`src/hw/store_iq_pkg.sv`:
```
`default_nettype none

package store_iq_pkg;

    localparam int BANK_SIZE       = 8;
    localparam int BANK_IDX_W      = 3;
    localparam int INT_WAKEUP_PORT = 2;
    localparam int ROB_IDX_W       = 5;
    localparam int PREG_W          = 6;
    localparam int SQ_IDX_W        = 4;
    localparam int IMM_W           = 12;

    // Direction bit flips each time the ROB index wraps.
    typedef struct packed {
        logic                 dir;
        logic [ROB_IDX_W-1:0] idx;
    } rob_idx_t;

    typedef logic [PREG_W-1:0]   preg_t;
    typedef logic [SQ_IDX_W-1:0] sq_idx_t;
    typedef logic [1:0]          store_size_t;  // Log2 of the byte count.

    typedef enum logic [1:0] {
        MEM_SB = 2'd0,
        MEM_SH = 2'd1,
        MEM_SW = 2'd2
    } mem_op_t;

    typedef struct packed {
        rob_idx_t         rob_idx;
        sq_idx_t          sq_idx;
        mem_op_t          mem_op;
        logic [IMM_W-1:0] imm;
        logic             uext;
        preg_t            rs1;
        logic             rs1_valid;
        preg_t            rs2;
        logic             rs2_valid;
    } store_dispatch_t;

    typedef struct packed {
        rob_idx_t         rob_idx;
        sq_idx_t          sq_idx;
        logic [IMM_W-1:0] imm;
        logic             uext;
        store_size_t      size;
    } addr_entry_t;

    typedef struct packed {
        rob_idx_t    rob_idx;
        sq_idx_t     sq_idx;
        store_size_t size;
    } data_entry_t;

    typedef struct packed {
        logic  en;
        preg_t rd;
    } wakeup_t;

    typedef struct packed {
        logic     en;
        rob_idx_t rob_idx;
    } redirect_t;

    typedef struct packed {
        logic                  valid;
        logic [BANK_IDX_W-1:0] idx;    // Entry to name in the success report.
        preg_t                 rs1;
        rob_idx_t              rob_idx;
        sq_idx_t               sq_idx;
        logic [IMM_W-1:0]      imm;
        logic                  uext;
        store_size_t           size;
    } addr_issue_t;

    typedef struct packed {
        logic        valid;
        preg_t       rs2;
        sq_idx_t     sq_idx;
        store_size_t size;
        rob_idx_t    rob_idx;
    } data_issue_t;

    // Wrap-aware age compare, true when a is older than b.
    function automatic logic is_older(input rob_idx_t a, input rob_idx_t b);
        if (a.dir == b.dir) begin
            return a.idx < b.idx;
        end
        return a.idx > b.idx;
    endfunction

    function automatic logic wakeup_hit(input wakeup_t [INT_WAKEUP_PORT-1:0] wk,
                                        input preg_t p);
        logic hit;
        hit = 1'b0;
        for (int i = 0; i < INT_WAKEUP_PORT; i++) begin
            hit |= wk[i].en & (wk[i].rd == p);
        end
        return hit;
    endfunction

endpackage

`default_nettype wire

```
`src/hw/store_addr_bank.sv`:
```
`timescale 1ns/100ps
`default_nettype none

module store_addr_bank (
    input  logic                                    clk,
    input  logic                                    rst,
    input  logic                                    alloc_i,
    input  store_iq_pkg::addr_entry_t               alloc_i_entry,
    input  store_iq_pkg::preg_t                     rs1_i,
    input  logic                                    rs1_valid_i,
    input  store_iq_pkg::wakeup_t [store_iq_pkg::INT_WAKEUP_PORT-1:0] wakeup_i,
    input  store_iq_pkg::redirect_t                 redirect_i,
    input  logic                                    success_en_i,
    input  logic [store_iq_pkg::BANK_IDX_W-1:0]     success_idx_i,
    output logic                                    full_o,
    output logic                                    sel_o,
    output store_iq_pkg::addr_issue_t               sel_payload_o
);
    import store_iq_pkg::*;

    logic [BANK_SIZE-1:0]  valid_q, issued_q, rdy_q;
    logic [BANK_SIZE-1:0]  older_q [BANK_SIZE];  // Row i, bit j: entry i is older than j.
    addr_entry_t           entry_q [BANK_SIZE];
    preg_t                 rs1_q   [BANK_SIZE];
    logic [BANK_SIZE-1:0]  alloc_dec, success_dec, ready, sel_vec, keep;
    logic [BANK_IDX_W-1:0] free_idx, sel_idx;
    addr_issue_t           sel_pay, pay_q;
    logic                  sel_q;

    // Lowest free slot.
    always_comb begin
        free_idx = '0;
        for (int i = BANK_SIZE - 1; i >= 0; i--) begin
            if (!valid_q[i]) begin
                free_idx = BANK_IDX_W'(i);
            end
        end
    end

    // A store dispatched under a redirect is younger, so it is dropped.
    assign alloc_dec   = (alloc_i & ~redirect_i.en) ? (BANK_SIZE'(1) << free_idx) : '0;
    assign success_dec = success_en_i ? (BANK_SIZE'(1) << success_idx_i) : '0;
    assign ready       = valid_q & ~issued_q & rdy_q;

    // Oldest ready entry wins.
    always_comb begin
        for (int i = 0; i < BANK_SIZE; i++) begin
            sel_vec[i] = ready[i] & ~redirect_i.en;
            for (int j = 0; j < BANK_SIZE; j++) begin
                if (ready[j] && older_q[j][i]) begin
                    sel_vec[i] = 1'b0;
                end
            end
        end
    end

    always_comb begin
        sel_idx = '0;
        for (int i = 0; i < BANK_SIZE; i++) begin
            if (sel_vec[i]) begin
                sel_idx = BANK_IDX_W'(i);
            end
        end
    end

    always_comb begin
        for (int i = 0; i < BANK_SIZE; i++) begin
            keep[i] = ~redirect_i.en | is_older(entry_q[i].rob_idx, redirect_i.rob_idx);
        end
    end

    always_comb begin
        sel_pay.valid   = |sel_vec;
        sel_pay.idx     = sel_idx;
        sel_pay.rs1     = rs1_q[sel_idx];
        sel_pay.rob_idx = entry_q[sel_idx].rob_idx;
        sel_pay.sq_idx  = entry_q[sel_idx].sq_idx;
        sel_pay.imm     = entry_q[sel_idx].imm;
        sel_pay.uext    = entry_q[sel_idx].uext;
        sel_pay.size    = entry_q[sel_idx].size;
    end

    always_ff @(posedge clk or negedge rst) begin
        if (!rst) begin
            valid_q  <= '0;
            issued_q <= '0;
            rdy_q    <= '0;
            sel_q    <= 1'b0;
            for (int i = 0; i < BANK_SIZE; i++) begin
                older_q[i] <= '0;
            end
        end else begin
            valid_q  <= ((valid_q & keep) | alloc_dec) & ~success_dec;
            issued_q <= (issued_q | sel_vec) & ~alloc_dec;  // Stays held until success.
            sel_q    <= |sel_vec;
            for (int i = 0; i < BANK_SIZE; i++) begin
                if (alloc_dec[i]) begin
                    rdy_q[i] <= rs1_valid_i | wakeup_hit(wakeup_i, rs1_i);
                end else begin
                    rdy_q[i] <= rdy_q[i] | wakeup_hit(wakeup_i, rs1_q[i]);
                end
            end
            // New entry is younger than everything present.
            if (|alloc_dec) begin
                for (int i = 0; i < BANK_SIZE; i++) begin
                    older_q[i][free_idx] <= 1'b1;
                end
                older_q[free_idx] <= '0;
            end
        end
    end

    always_ff @(posedge clk) begin
        if (|alloc_dec) begin
            entry_q[free_idx] <= alloc_i_entry;
            rs1_q[free_idx]   <= rs1_i;
        end
        pay_q <= sel_pay;
    end

    assign full_o        = &valid_q;
    assign sel_o         = sel_q;
    assign sel_payload_o = pay_q;

    a_sel_onehot: assert property (@(posedge clk) disable iff (!rst) $onehot0(sel_vec))
        else $error("Address select is not one-hot.");

    a_success_legal: assert property (@(posedge clk) disable iff (!rst)
        success_en_i |-> valid_q[success_idx_i] && issued_q[success_idx_i])
        else $error("Success names an entry that was not issued.");

endmodule

`default_nettype wire

```
`src/hw/store_data_bank.sv`:
```
`timescale 1ns/100ps
`default_nettype none

module store_data_bank (
    input  logic                                    clk,
    input  logic                                    rst,
    input  logic                                    alloc_i,
    input  store_iq_pkg::data_entry_t               alloc_i_entry,
    input  store_iq_pkg::preg_t                     rs2_i,
    input  logic                                    rs2_valid_i,
    input  store_iq_pkg::wakeup_t [store_iq_pkg::INT_WAKEUP_PORT-1:0] wakeup_i,
    input  store_iq_pkg::redirect_t                 redirect_i,
    output logic                                    full_o,
    output logic                                    sel_o,
    output store_iq_pkg::data_issue_t               sel_payload_o
);
    import store_iq_pkg::*;

    logic [BANK_SIZE-1:0]  valid_q, rdy_q;
    logic [BANK_SIZE-1:0]  older_q [BANK_SIZE];  // Row i, bit j: entry i is older than j.
    data_entry_t           entry_q [BANK_SIZE];
    preg_t                 rs2_q   [BANK_SIZE];
    logic [BANK_SIZE-1:0]  alloc_dec, ready, sel_vec, keep;
    logic [BANK_IDX_W-1:0] free_idx, sel_idx;
    data_issue_t           sel_pay, pay_q;
    logic                  sel_q;

    always_comb begin
        free_idx = '0;
        for (int i = BANK_SIZE - 1; i >= 0; i--) begin
            if (!valid_q[i]) begin
                free_idx = BANK_IDX_W'(i);
            end
        end
    end

    assign alloc_dec = (alloc_i & ~redirect_i.en) ? (BANK_SIZE'(1) << free_idx) : '0;
    assign ready     = valid_q & rdy_q;

    always_comb begin
        for (int i = 0; i < BANK_SIZE; i++) begin
            sel_vec[i] = ready[i] & ~redirect_i.en;
            for (int j = 0; j < BANK_SIZE; j++) begin
                if (ready[j] && older_q[j][i]) begin
                    sel_vec[i] = 1'b0;
                end
            end
        end
    end

    always_comb begin
        sel_idx = '0;
        for (int i = 0; i < BANK_SIZE; i++) begin
            if (sel_vec[i]) begin
                sel_idx = BANK_IDX_W'(i);
            end
        end
    end

    always_comb begin
        for (int i = 0; i < BANK_SIZE; i++) begin
            keep[i] = ~redirect_i.en | is_older(entry_q[i].rob_idx, redirect_i.rob_idx);
        end
    end

    always_comb begin
        sel_pay.valid   = |sel_vec;
        sel_pay.rs2     = rs2_q[sel_idx];
        sel_pay.sq_idx  = entry_q[sel_idx].sq_idx;
        sel_pay.size    = entry_q[sel_idx].size;
        sel_pay.rob_idx = entry_q[sel_idx].rob_idx;
    end

    always_ff @(posedge clk or negedge rst) begin
        if (!rst) begin
            valid_q <= '0;
            rdy_q   <= '0;
            sel_q   <= 1'b0;
            for (int i = 0; i < BANK_SIZE; i++) begin
                older_q[i] <= '0;
            end
        end else begin
            // Data entries leave as soon as they are picked.
            valid_q <= ((valid_q & keep) | alloc_dec) & ~sel_vec;
            sel_q   <= |sel_vec;
            for (int i = 0; i < BANK_SIZE; i++) begin
                if (alloc_dec[i]) begin
                    rdy_q[i] <= rs2_valid_i | wakeup_hit(wakeup_i, rs2_i);
                end else begin
                    rdy_q[i] <= rdy_q[i] | wakeup_hit(wakeup_i, rs2_q[i]);
                end
            end
            if (|alloc_dec) begin
                for (int i = 0; i < BANK_SIZE; i++) begin
                    older_q[i][free_idx] <= 1'b1;
                end
                older_q[free_idx] <= '0;
            end
        end
    end

    always_ff @(posedge clk) begin
        if (|alloc_dec) begin
            entry_q[free_idx] <= alloc_i_entry;
            rs2_q[free_idx]   <= rs2_i;
        end
        pay_q <= sel_pay;
    end

    assign full_o        = &valid_q;
    assign sel_o         = sel_q;
    assign sel_payload_o = pay_q;

    a_sel_onehot: assert property (@(posedge clk) disable iff (!rst) $onehot0(sel_vec))
        else $error("Data select is not one-hot.");

endmodule

`default_nettype wire

```
`src/hw/store_dispatch.sv`:
```
`timescale 1ns/100ps
`default_nettype none

module store_dispatch (
    input  logic                          clk,
    input  logic                          rst,
    input  logic                          dis_en_i,
    input  store_iq_pkg::store_dispatch_t dis_i,
    input  logic                          addr_full_i,
    input  logic                          data_full_i,
    input  logic                          sq_full_i,
    output logic                          alloc_o,
    output store_iq_pkg::addr_entry_t     addr_alloc_o,
    output store_iq_pkg::data_entry_t     data_alloc_o,
    output store_iq_pkg::preg_t           rs1_o,
    output store_iq_pkg::preg_t           rs2_o,
    output logic                          rs1_valid_o,
    output logic                          rs2_valid_o,
    output logic                          dis_stall_o
);
    import store_iq_pkg::*;

    store_size_t size;

    always_comb begin
        case (dis_i.mem_op)
            MEM_SW:  size = 2'd2;
            MEM_SH:  size = 2'd1;
            default: size = 2'd0;  // Byte store.
        endcase
    end

    assign dis_stall_o = addr_full_i | data_full_i | sq_full_i;
    assign alloc_o     = dis_en_i & ~dis_stall_o;

    // Same store goes into both banks.
    assign addr_alloc_o = '{rob_idx: dis_i.rob_idx, sq_idx: dis_i.sq_idx, imm: dis_i.imm,
                            uext: dis_i.uext, size: size};
    assign data_alloc_o = '{rob_idx: dis_i.rob_idx, sq_idx: dis_i.sq_idx, size: size};

    assign rs1_o       = dis_i.rs1;
    assign rs1_valid_o = dis_i.rs1_valid;
    assign rs2_o       = dis_i.rs2;
    assign rs2_valid_o = dis_i.rs2_valid;

    a_no_dis_when_stalled: assert property (@(posedge clk) disable iff (!rst)
        dis_en_i |-> !dis_stall_o)
        else $error("Dispatch arrived while stalled.");

endmodule

`default_nettype wire

```
`src/hw/store_issue_out.sv`:
```
`timescale 1ns/100ps
`default_nettype none

module store_issue_out (
    input  logic                      clk,
    input  logic                      rst,
    input  logic                      addr_sel_i,
    input  store_iq_pkg::addr_issue_t addr_payload_i,
    input  logic                      data_sel_i,
    input  store_iq_pkg::data_issue_t data_payload_i,
    input  store_iq_pkg::redirect_t   redirect_i,
    output store_iq_pkg::addr_issue_t addr_issue_o,
    output store_iq_pkg::data_issue_t data_issue_o
);
    import store_iq_pkg::*;

    logic        addr_kill, data_kill;
    logic        addr_vld_q, data_vld_q;
    addr_issue_t addr_q;
    data_issue_t data_q;

    // Anything not older than the redirect point is squashed here.
    assign addr_kill = redirect_i.en & ~is_older(addr_payload_i.rob_idx, redirect_i.rob_idx);
    assign data_kill = redirect_i.en & ~is_older(data_payload_i.rob_idx, redirect_i.rob_idx);

    always_ff @(posedge clk or negedge rst) begin
        if (!rst) begin
            addr_vld_q <= 1'b0;
            data_vld_q <= 1'b0;
        end else begin
            addr_vld_q <= addr_sel_i & ~addr_kill;
            data_vld_q <= data_sel_i & ~data_kill;
        end
    end

    always_ff @(posedge clk) begin
        addr_q <= addr_payload_i;
        data_q <= data_payload_i;
    end

    always_comb begin
        addr_issue_o       = addr_q;
        addr_issue_o.valid = addr_vld_q;
        data_issue_o       = data_q;
        data_issue_o.valid = data_vld_q;
    end

endmodule

`default_nettype wire

```
`src/hw/store_issue_queue.sv`:
```
`timescale 1ns/100ps
`default_nettype none

module store_issue_queue (
    input  logic                                    clk,
    input  logic                                    rst,
    input  logic                                    dis_en_i,
    input  store_iq_pkg::store_dispatch_t           dis_i,
    output logic                                    dis_stall_o,
    input  store_iq_pkg::wakeup_t [store_iq_pkg::INT_WAKEUP_PORT-1:0] wakeup_i,
    input  store_iq_pkg::redirect_t                 redirect_i,
    input  logic                                    success_en_i,
    input  logic [store_iq_pkg::BANK_IDX_W-1:0]     success_idx_i,
    input  logic                                    sq_full_i,
    output store_iq_pkg::addr_issue_t               addr_issue_o,
    output store_iq_pkg::data_issue_t               data_issue_o
);
    import store_iq_pkg::*;

    logic        alloc, rs1_valid, rs2_valid, addr_full, data_full;
    addr_entry_t addr_alloc;
    data_entry_t data_alloc;
    preg_t       rs1, rs2;
    logic        addr_sel, data_sel;
    addr_issue_t addr_payload;
    data_issue_t data_payload;

    store_dispatch store_dispatch_inst (
        .clk          (clk),
        .rst          (rst),
        .dis_en_i     (dis_en_i),
        .dis_i        (dis_i),
        .addr_full_i  (addr_full),
        .data_full_i  (data_full),
        .sq_full_i    (sq_full_i),
        .alloc_o      (alloc),
        .addr_alloc_o (addr_alloc),
        .data_alloc_o (data_alloc),
        .rs1_o        (rs1),
        .rs2_o        (rs2),
        .rs1_valid_o  (rs1_valid),
        .rs2_valid_o  (rs2_valid),
        .dis_stall_o  (dis_stall_o)
    );

    store_addr_bank store_addr_bank_inst (
        .clk           (clk),
        .rst           (rst),
        .alloc_i       (alloc),
        .alloc_i_entry (addr_alloc),
        .rs1_i         (rs1),
        .rs1_valid_i   (rs1_valid),
        .wakeup_i      (wakeup_i),
        .redirect_i    (redirect_i),
        .success_en_i  (success_en_i),
        .success_idx_i (success_idx_i),
        .full_o        (addr_full),
        .sel_o         (addr_sel),
        .sel_payload_o (addr_payload)
    );

    store_data_bank store_data_bank_inst (
        .clk           (clk),
        .rst           (rst),
        .alloc_i       (alloc),
        .alloc_i_entry (data_alloc),
        .rs2_i         (rs2),
        .rs2_valid_i   (rs2_valid),
        .wakeup_i      (wakeup_i),
        .redirect_i    (redirect_i),
        .full_o        (data_full),
        .sel_o         (data_sel),
        .sel_payload_o (data_payload)
    );

    store_issue_out store_issue_out_inst (
        .clk            (clk),
        .rst            (rst),
        .addr_sel_i     (addr_sel),
        .addr_payload_i (addr_payload),
        .data_sel_i     (data_sel),
        .data_payload_i (data_payload),
        .redirect_i     (redirect_i),
        .addr_issue_o   (addr_issue_o),
        .data_issue_o   (data_issue_o)
    );

endmodule

`default_nettype wire

```
`config.mk`:
```
export PLATFORM = sky130hd
export DESIGN_NAME = store_issue_queue
export DESIGN_NICKNAME = d
export VERILOG_FILES = /design/src/hw/store_iq_pkg.sv /design/src/hw/store_addr_bank.sv /design/src/hw/store_data_bank.sv /design/src/hw/store_dispatch.sv /design/src/hw/store_issue_out.sv /design/src/hw/store_issue_queue.sv
export SDC_FILE = /design/constraint.sdc
export NUM_CORES = 1
export LEC_CHECK = 0
export BUFFER_PORTS_ARGS = -buffer_cell sky130_fd_sc_hd__buf_4
export CAP_MARGIN = 20
export CORE_UTILIZATION = 65
export CTS_CLUSTER_SIZE = 16
export DETAILED_ROUTE_END_ITERATION = 8
export PLACE_DENSITY_LB_ADDON = 0.12
export SLEW_MARGIN = 0
export SYNTH_ARGS = -nofsm -noshare
export SYNTH_HDL_FRONTEND = slang
export SYNTH_SLANG_ARGS = --single-unit
```
`constraint.sdc`:
```
create_clock -name clk -period 6.44 [get_ports clk]
set_clock_uncertainty 0.1 [all_clocks]
set_input_delay 0.644 -clock clk [delete_from_list [all_inputs] [get_ports clk]]
set_output_delay 0.644 -clock clk [all_outputs]
set_load 0.02 [all_outputs]
```
==> flow_metrics.tcl <==
set metrics [dict create \
    hp-start "success_idx_i[2]" \
    diodes 0 \
    fin_area_um2 33500 \
    h-tree-depth 3 \
    leakagePower_nw 13.4 \
    drive_gt1_share_pct 11.7 \
    cts.sink_count 668 \
    endpoint "store_data_bank_inst.sel_payload_o[9]" \
    synth_cell_type_count 70 \
    min_period_over_period_pct 69.8 \
    rrSetupSlack_ns 1.94 \
    fmax_mhz 222 \
    syn_nets 2595 \
    worst-path-max-fanout 31 \
    yosys.area.top_type "edfxtp_1" \
    yosysSeqAreaShare_pct 61.0 \
    clkLatencyLatePin_ns 0.61 \
    netlist.area_leader.share_pct 39.5 \
    irDropWorstVdd_v 0.000395 \
    core_area_um2 45300 \
    antenna_found_initial 0 \
    async_flop_share_pct 25.7 \
    ys_ff_latch 668 \
    cap_violations 0 \
    startpoint_type "flop" \
    antenna_left 0 \
    seq_area_um2 18200 \
    initial_utilization_pct 65.8 \
    synthTopCellsByArea "edfxtp_1 40%, dfrtp_1 14%, dfxtp_1 7.0%, mux2i_1 3.9%, ha_1 3.8%" \
    via_per_inst 6.60 \
    grt_pass1_wl_mm 124 \
    hold_violations 0 \
    fin_nets 2687 \
    grt_setup_unrepaired "false" \
    cts_resized 0 \
    avgSynthCellArea_um2 12.2 \
    power_per_cell_area_nw_per_um2 288 \
    synthTopCellsByCount "392 x edfxtp_1, 181 x nor2_1, 175 x nand2_1" \
    drtIter0Drc 2180 \
    crit_start "store_data_bank_inst.valid_q[0]" \
    slew_violations 0 \
    hpwl_mm 50.4 \
    postRouteWirelength_mm 81.9 \
    place.gp.congestion 0.936 \
    multi_input_area_um2 10700 \
    grt_pass1_vias 21200 \
    die_h_um 216 \
    ys_warn_count 0 \
    cts_buffers 67 \
    syn_to_final_growth_pct 12.4 \
    drc 0 \
    grt_overflow 0 \
    cts.reportedPaths.clkPinSlew_ns 0.06 \
    run_status "complete, no violations" \
    worstMarginPinSlew_ns 1.14 \
    worstPathRequired_ns 6.84 \
    yosysMostFrequentCell "edfxtp_1" \
    slew_headroom_pct 23.7 \
    cts-root-buf "clkbuf_16" \
    crit_type "flop to flop" \
    fillers 3058 \
    critPathCaptureType "flop" \
    finalSetupViolations 0 \
    num_rows 78 \
    cts_tree "built" \
    syn_area_um2 29800 \
    die_w_um 216 \
    hp-class "input port to flop" \
    ys.flop_type "edfxtp_1" \
    instances_no_fill 3182 \
    grt_max_degree 82 \
    rr_startpoint "store_data_bank_inst.valid_q[0]" \
    synth_edf_count 392 \
    worstReg2RegEnd "store_data_bank_inst.sel_payload_o[9]" \
    cts_buffer_depth 3 \
    placed_area_um2 31100 \
    synth_cells 2437 \
    tns_ns 0 \
    vias 21000 \
    reg2regPathDepth 9 \
    grt_usage_pct 35.5 \
    arrival_ns 4.89 \
    fp.dieArea_um2 46700 \
    dp.cells 3052 \
    num_io_pins 123 \
    period_minus_slack_ns 4.50 \
    drt-wirelength-per-cell_um 25.7 \
    first_pass_iters 5 \
    port_buffers 122 \
]
[through the flow]
| stage | setup WS, ns | hold slack (ns) | util, % | power [mW] |
|---|---|---|---|---|
| floorplan | 2.68 | 0.210 | - | 5.41 |
| global placement | 1.93 | 0.210 | 68.6 | 5.74 |
| detailed placement | 1.77 | 0.212 | 68.6 | 5.78 |
| CTS | 1.99 | 0.140 | 73.6 | 9.66 |
| global route | 1.66 | 0.157 | 73.9 | 9.91 |
| finish | 1.94 | 0.155 | 73.9 | 9.65 |
[routing by layer]
layer  up-vias  share of wire [%]  GRT usage [%]
li1       9111                  -              -
met1     10400                 38           45.8
met2      1191                 49           58.7
met3       273                8.4           6.13
met4         0                4.5           16.4
met5         -                  0              0
[report_power, final]
group	total [mW]	switching, mW	internal [mW]
logic	0.796	0.490	0.306
registers	4.92	0.194	4.72
clock network	3.94	1.61	2.32
total	9.65	2.30	7.35
[timing repair]
item,4_1_cts,5_1_grt
endpoints found under the hold margin,32,0
hold buffers,1,0
setup buffers,0,0
[cells in the final DEF (no fill, tap or decap), drive strengths merged, types with 7 or more instances in the layout]
master and instances:
and2 16, edfxtp 392, nand2 175, xnor2 118, dfrtp 172, clkinv 19, inv 78, nand4 49
nand3 129, a22oi 16, and3 15, a21oi 113, nor3 15, nor4 57, o21ai 63, a31oi 11
buf 156, a221oi 21, xor2 116, o22ai 26, and3b 8, mux2i 116, a21o 59, o221ai 7
dfxtp 104, nor2 183, o21a 7, ha 90, nor2b 12, o32a 31, clkbuf 99, o22a 17
[sequential cells by signal, indices dropped and copies added (netlist names), 8 cells and up, named ones only]
register,flops
store_addr_bank_inst.entry_q,200
store_data_bank_inst.entry_q,96
store_addr_bank_inst.older_q,56
store_data_bank_inst.older_q,56
store_addr_bank_inst.rs1_q,48
store_data_bank_inst.rs2_q,48
store_addr_bank_inst.sel_payload_o,34
store_issue_out_inst.addr_issue_o,34
store_data_bank_inst.sel_payload_o,18
store_issue_out_inst.data_issue_o,18
store_addr_bank_inst.issued_q,8
store_addr_bank_inst.rdy_q,8
store_addr_bank_inst.valid_q,8
store_data_bank_inst.rdy_q,8
store_data_bank_inst.valid_q,8
[layout make-up]
| class | count | area share (%) |
|---|---|---|
| clock buffers | 99 | 6.21 |
| clock inverters | 23 | 0.512 |
| inverters | 78 | 0.875 |
| multi-input cells | 1557 | 32.1 |
| flip-flops and latches | 668 | 54.3 |
| well taps | 600 | 2.24 |
| repair buffers | 157 | 3.81 |
[logic make-up (layout without fill, tap and decap cells)]
kind of cell               Yosys count  in the layout  synth area share, %
muxes                              119            119                 4.01
xor gates and xnor gates           234            234                 6.88
adders and majority gates           90             90                 3.78
AOI/OAI and AO/OA                  418            418                 9.81
buffers and inverters              212            357                 3.23
and+or+nand+nor                    696            696                 11.3
DFF                                668            668                 61.0
[worst max-delay path, stage by stage, from the launching register on]
cell and delay (ns):
dfrtp_1 0.53, nand2_1 0.22, o2111ai_1 0.48, or4_1 0.74, nand2_1 0.74, a31oi_4 0.39, buf_4 0.50, mux2i_1 0.20
o22a_1 0.23, a221oi_1 0.22
[worst min path at each step]
stage          slack (ns)                                    end  cells past startpoint
5_1_grt              0.16        store_addr_bank_inst.valid_q[5]                      2
3_3_place_gp         0.21  store_issue_out_inst.addr_issue_o[14]                      0
2_1_floorplan        0.21   store_issue_out_inst.addr_issue_o[0]                      0
4_1_cts              0.14        store_addr_bank_inst.valid_q[5]                      2
6_report             0.15        store_addr_bank_inst.valid_q[5]                      2
3_5_place_dp         0.21  store_issue_out_inst.addr_issue_o[13]                      0
Power figures use the tool's default switching activity.
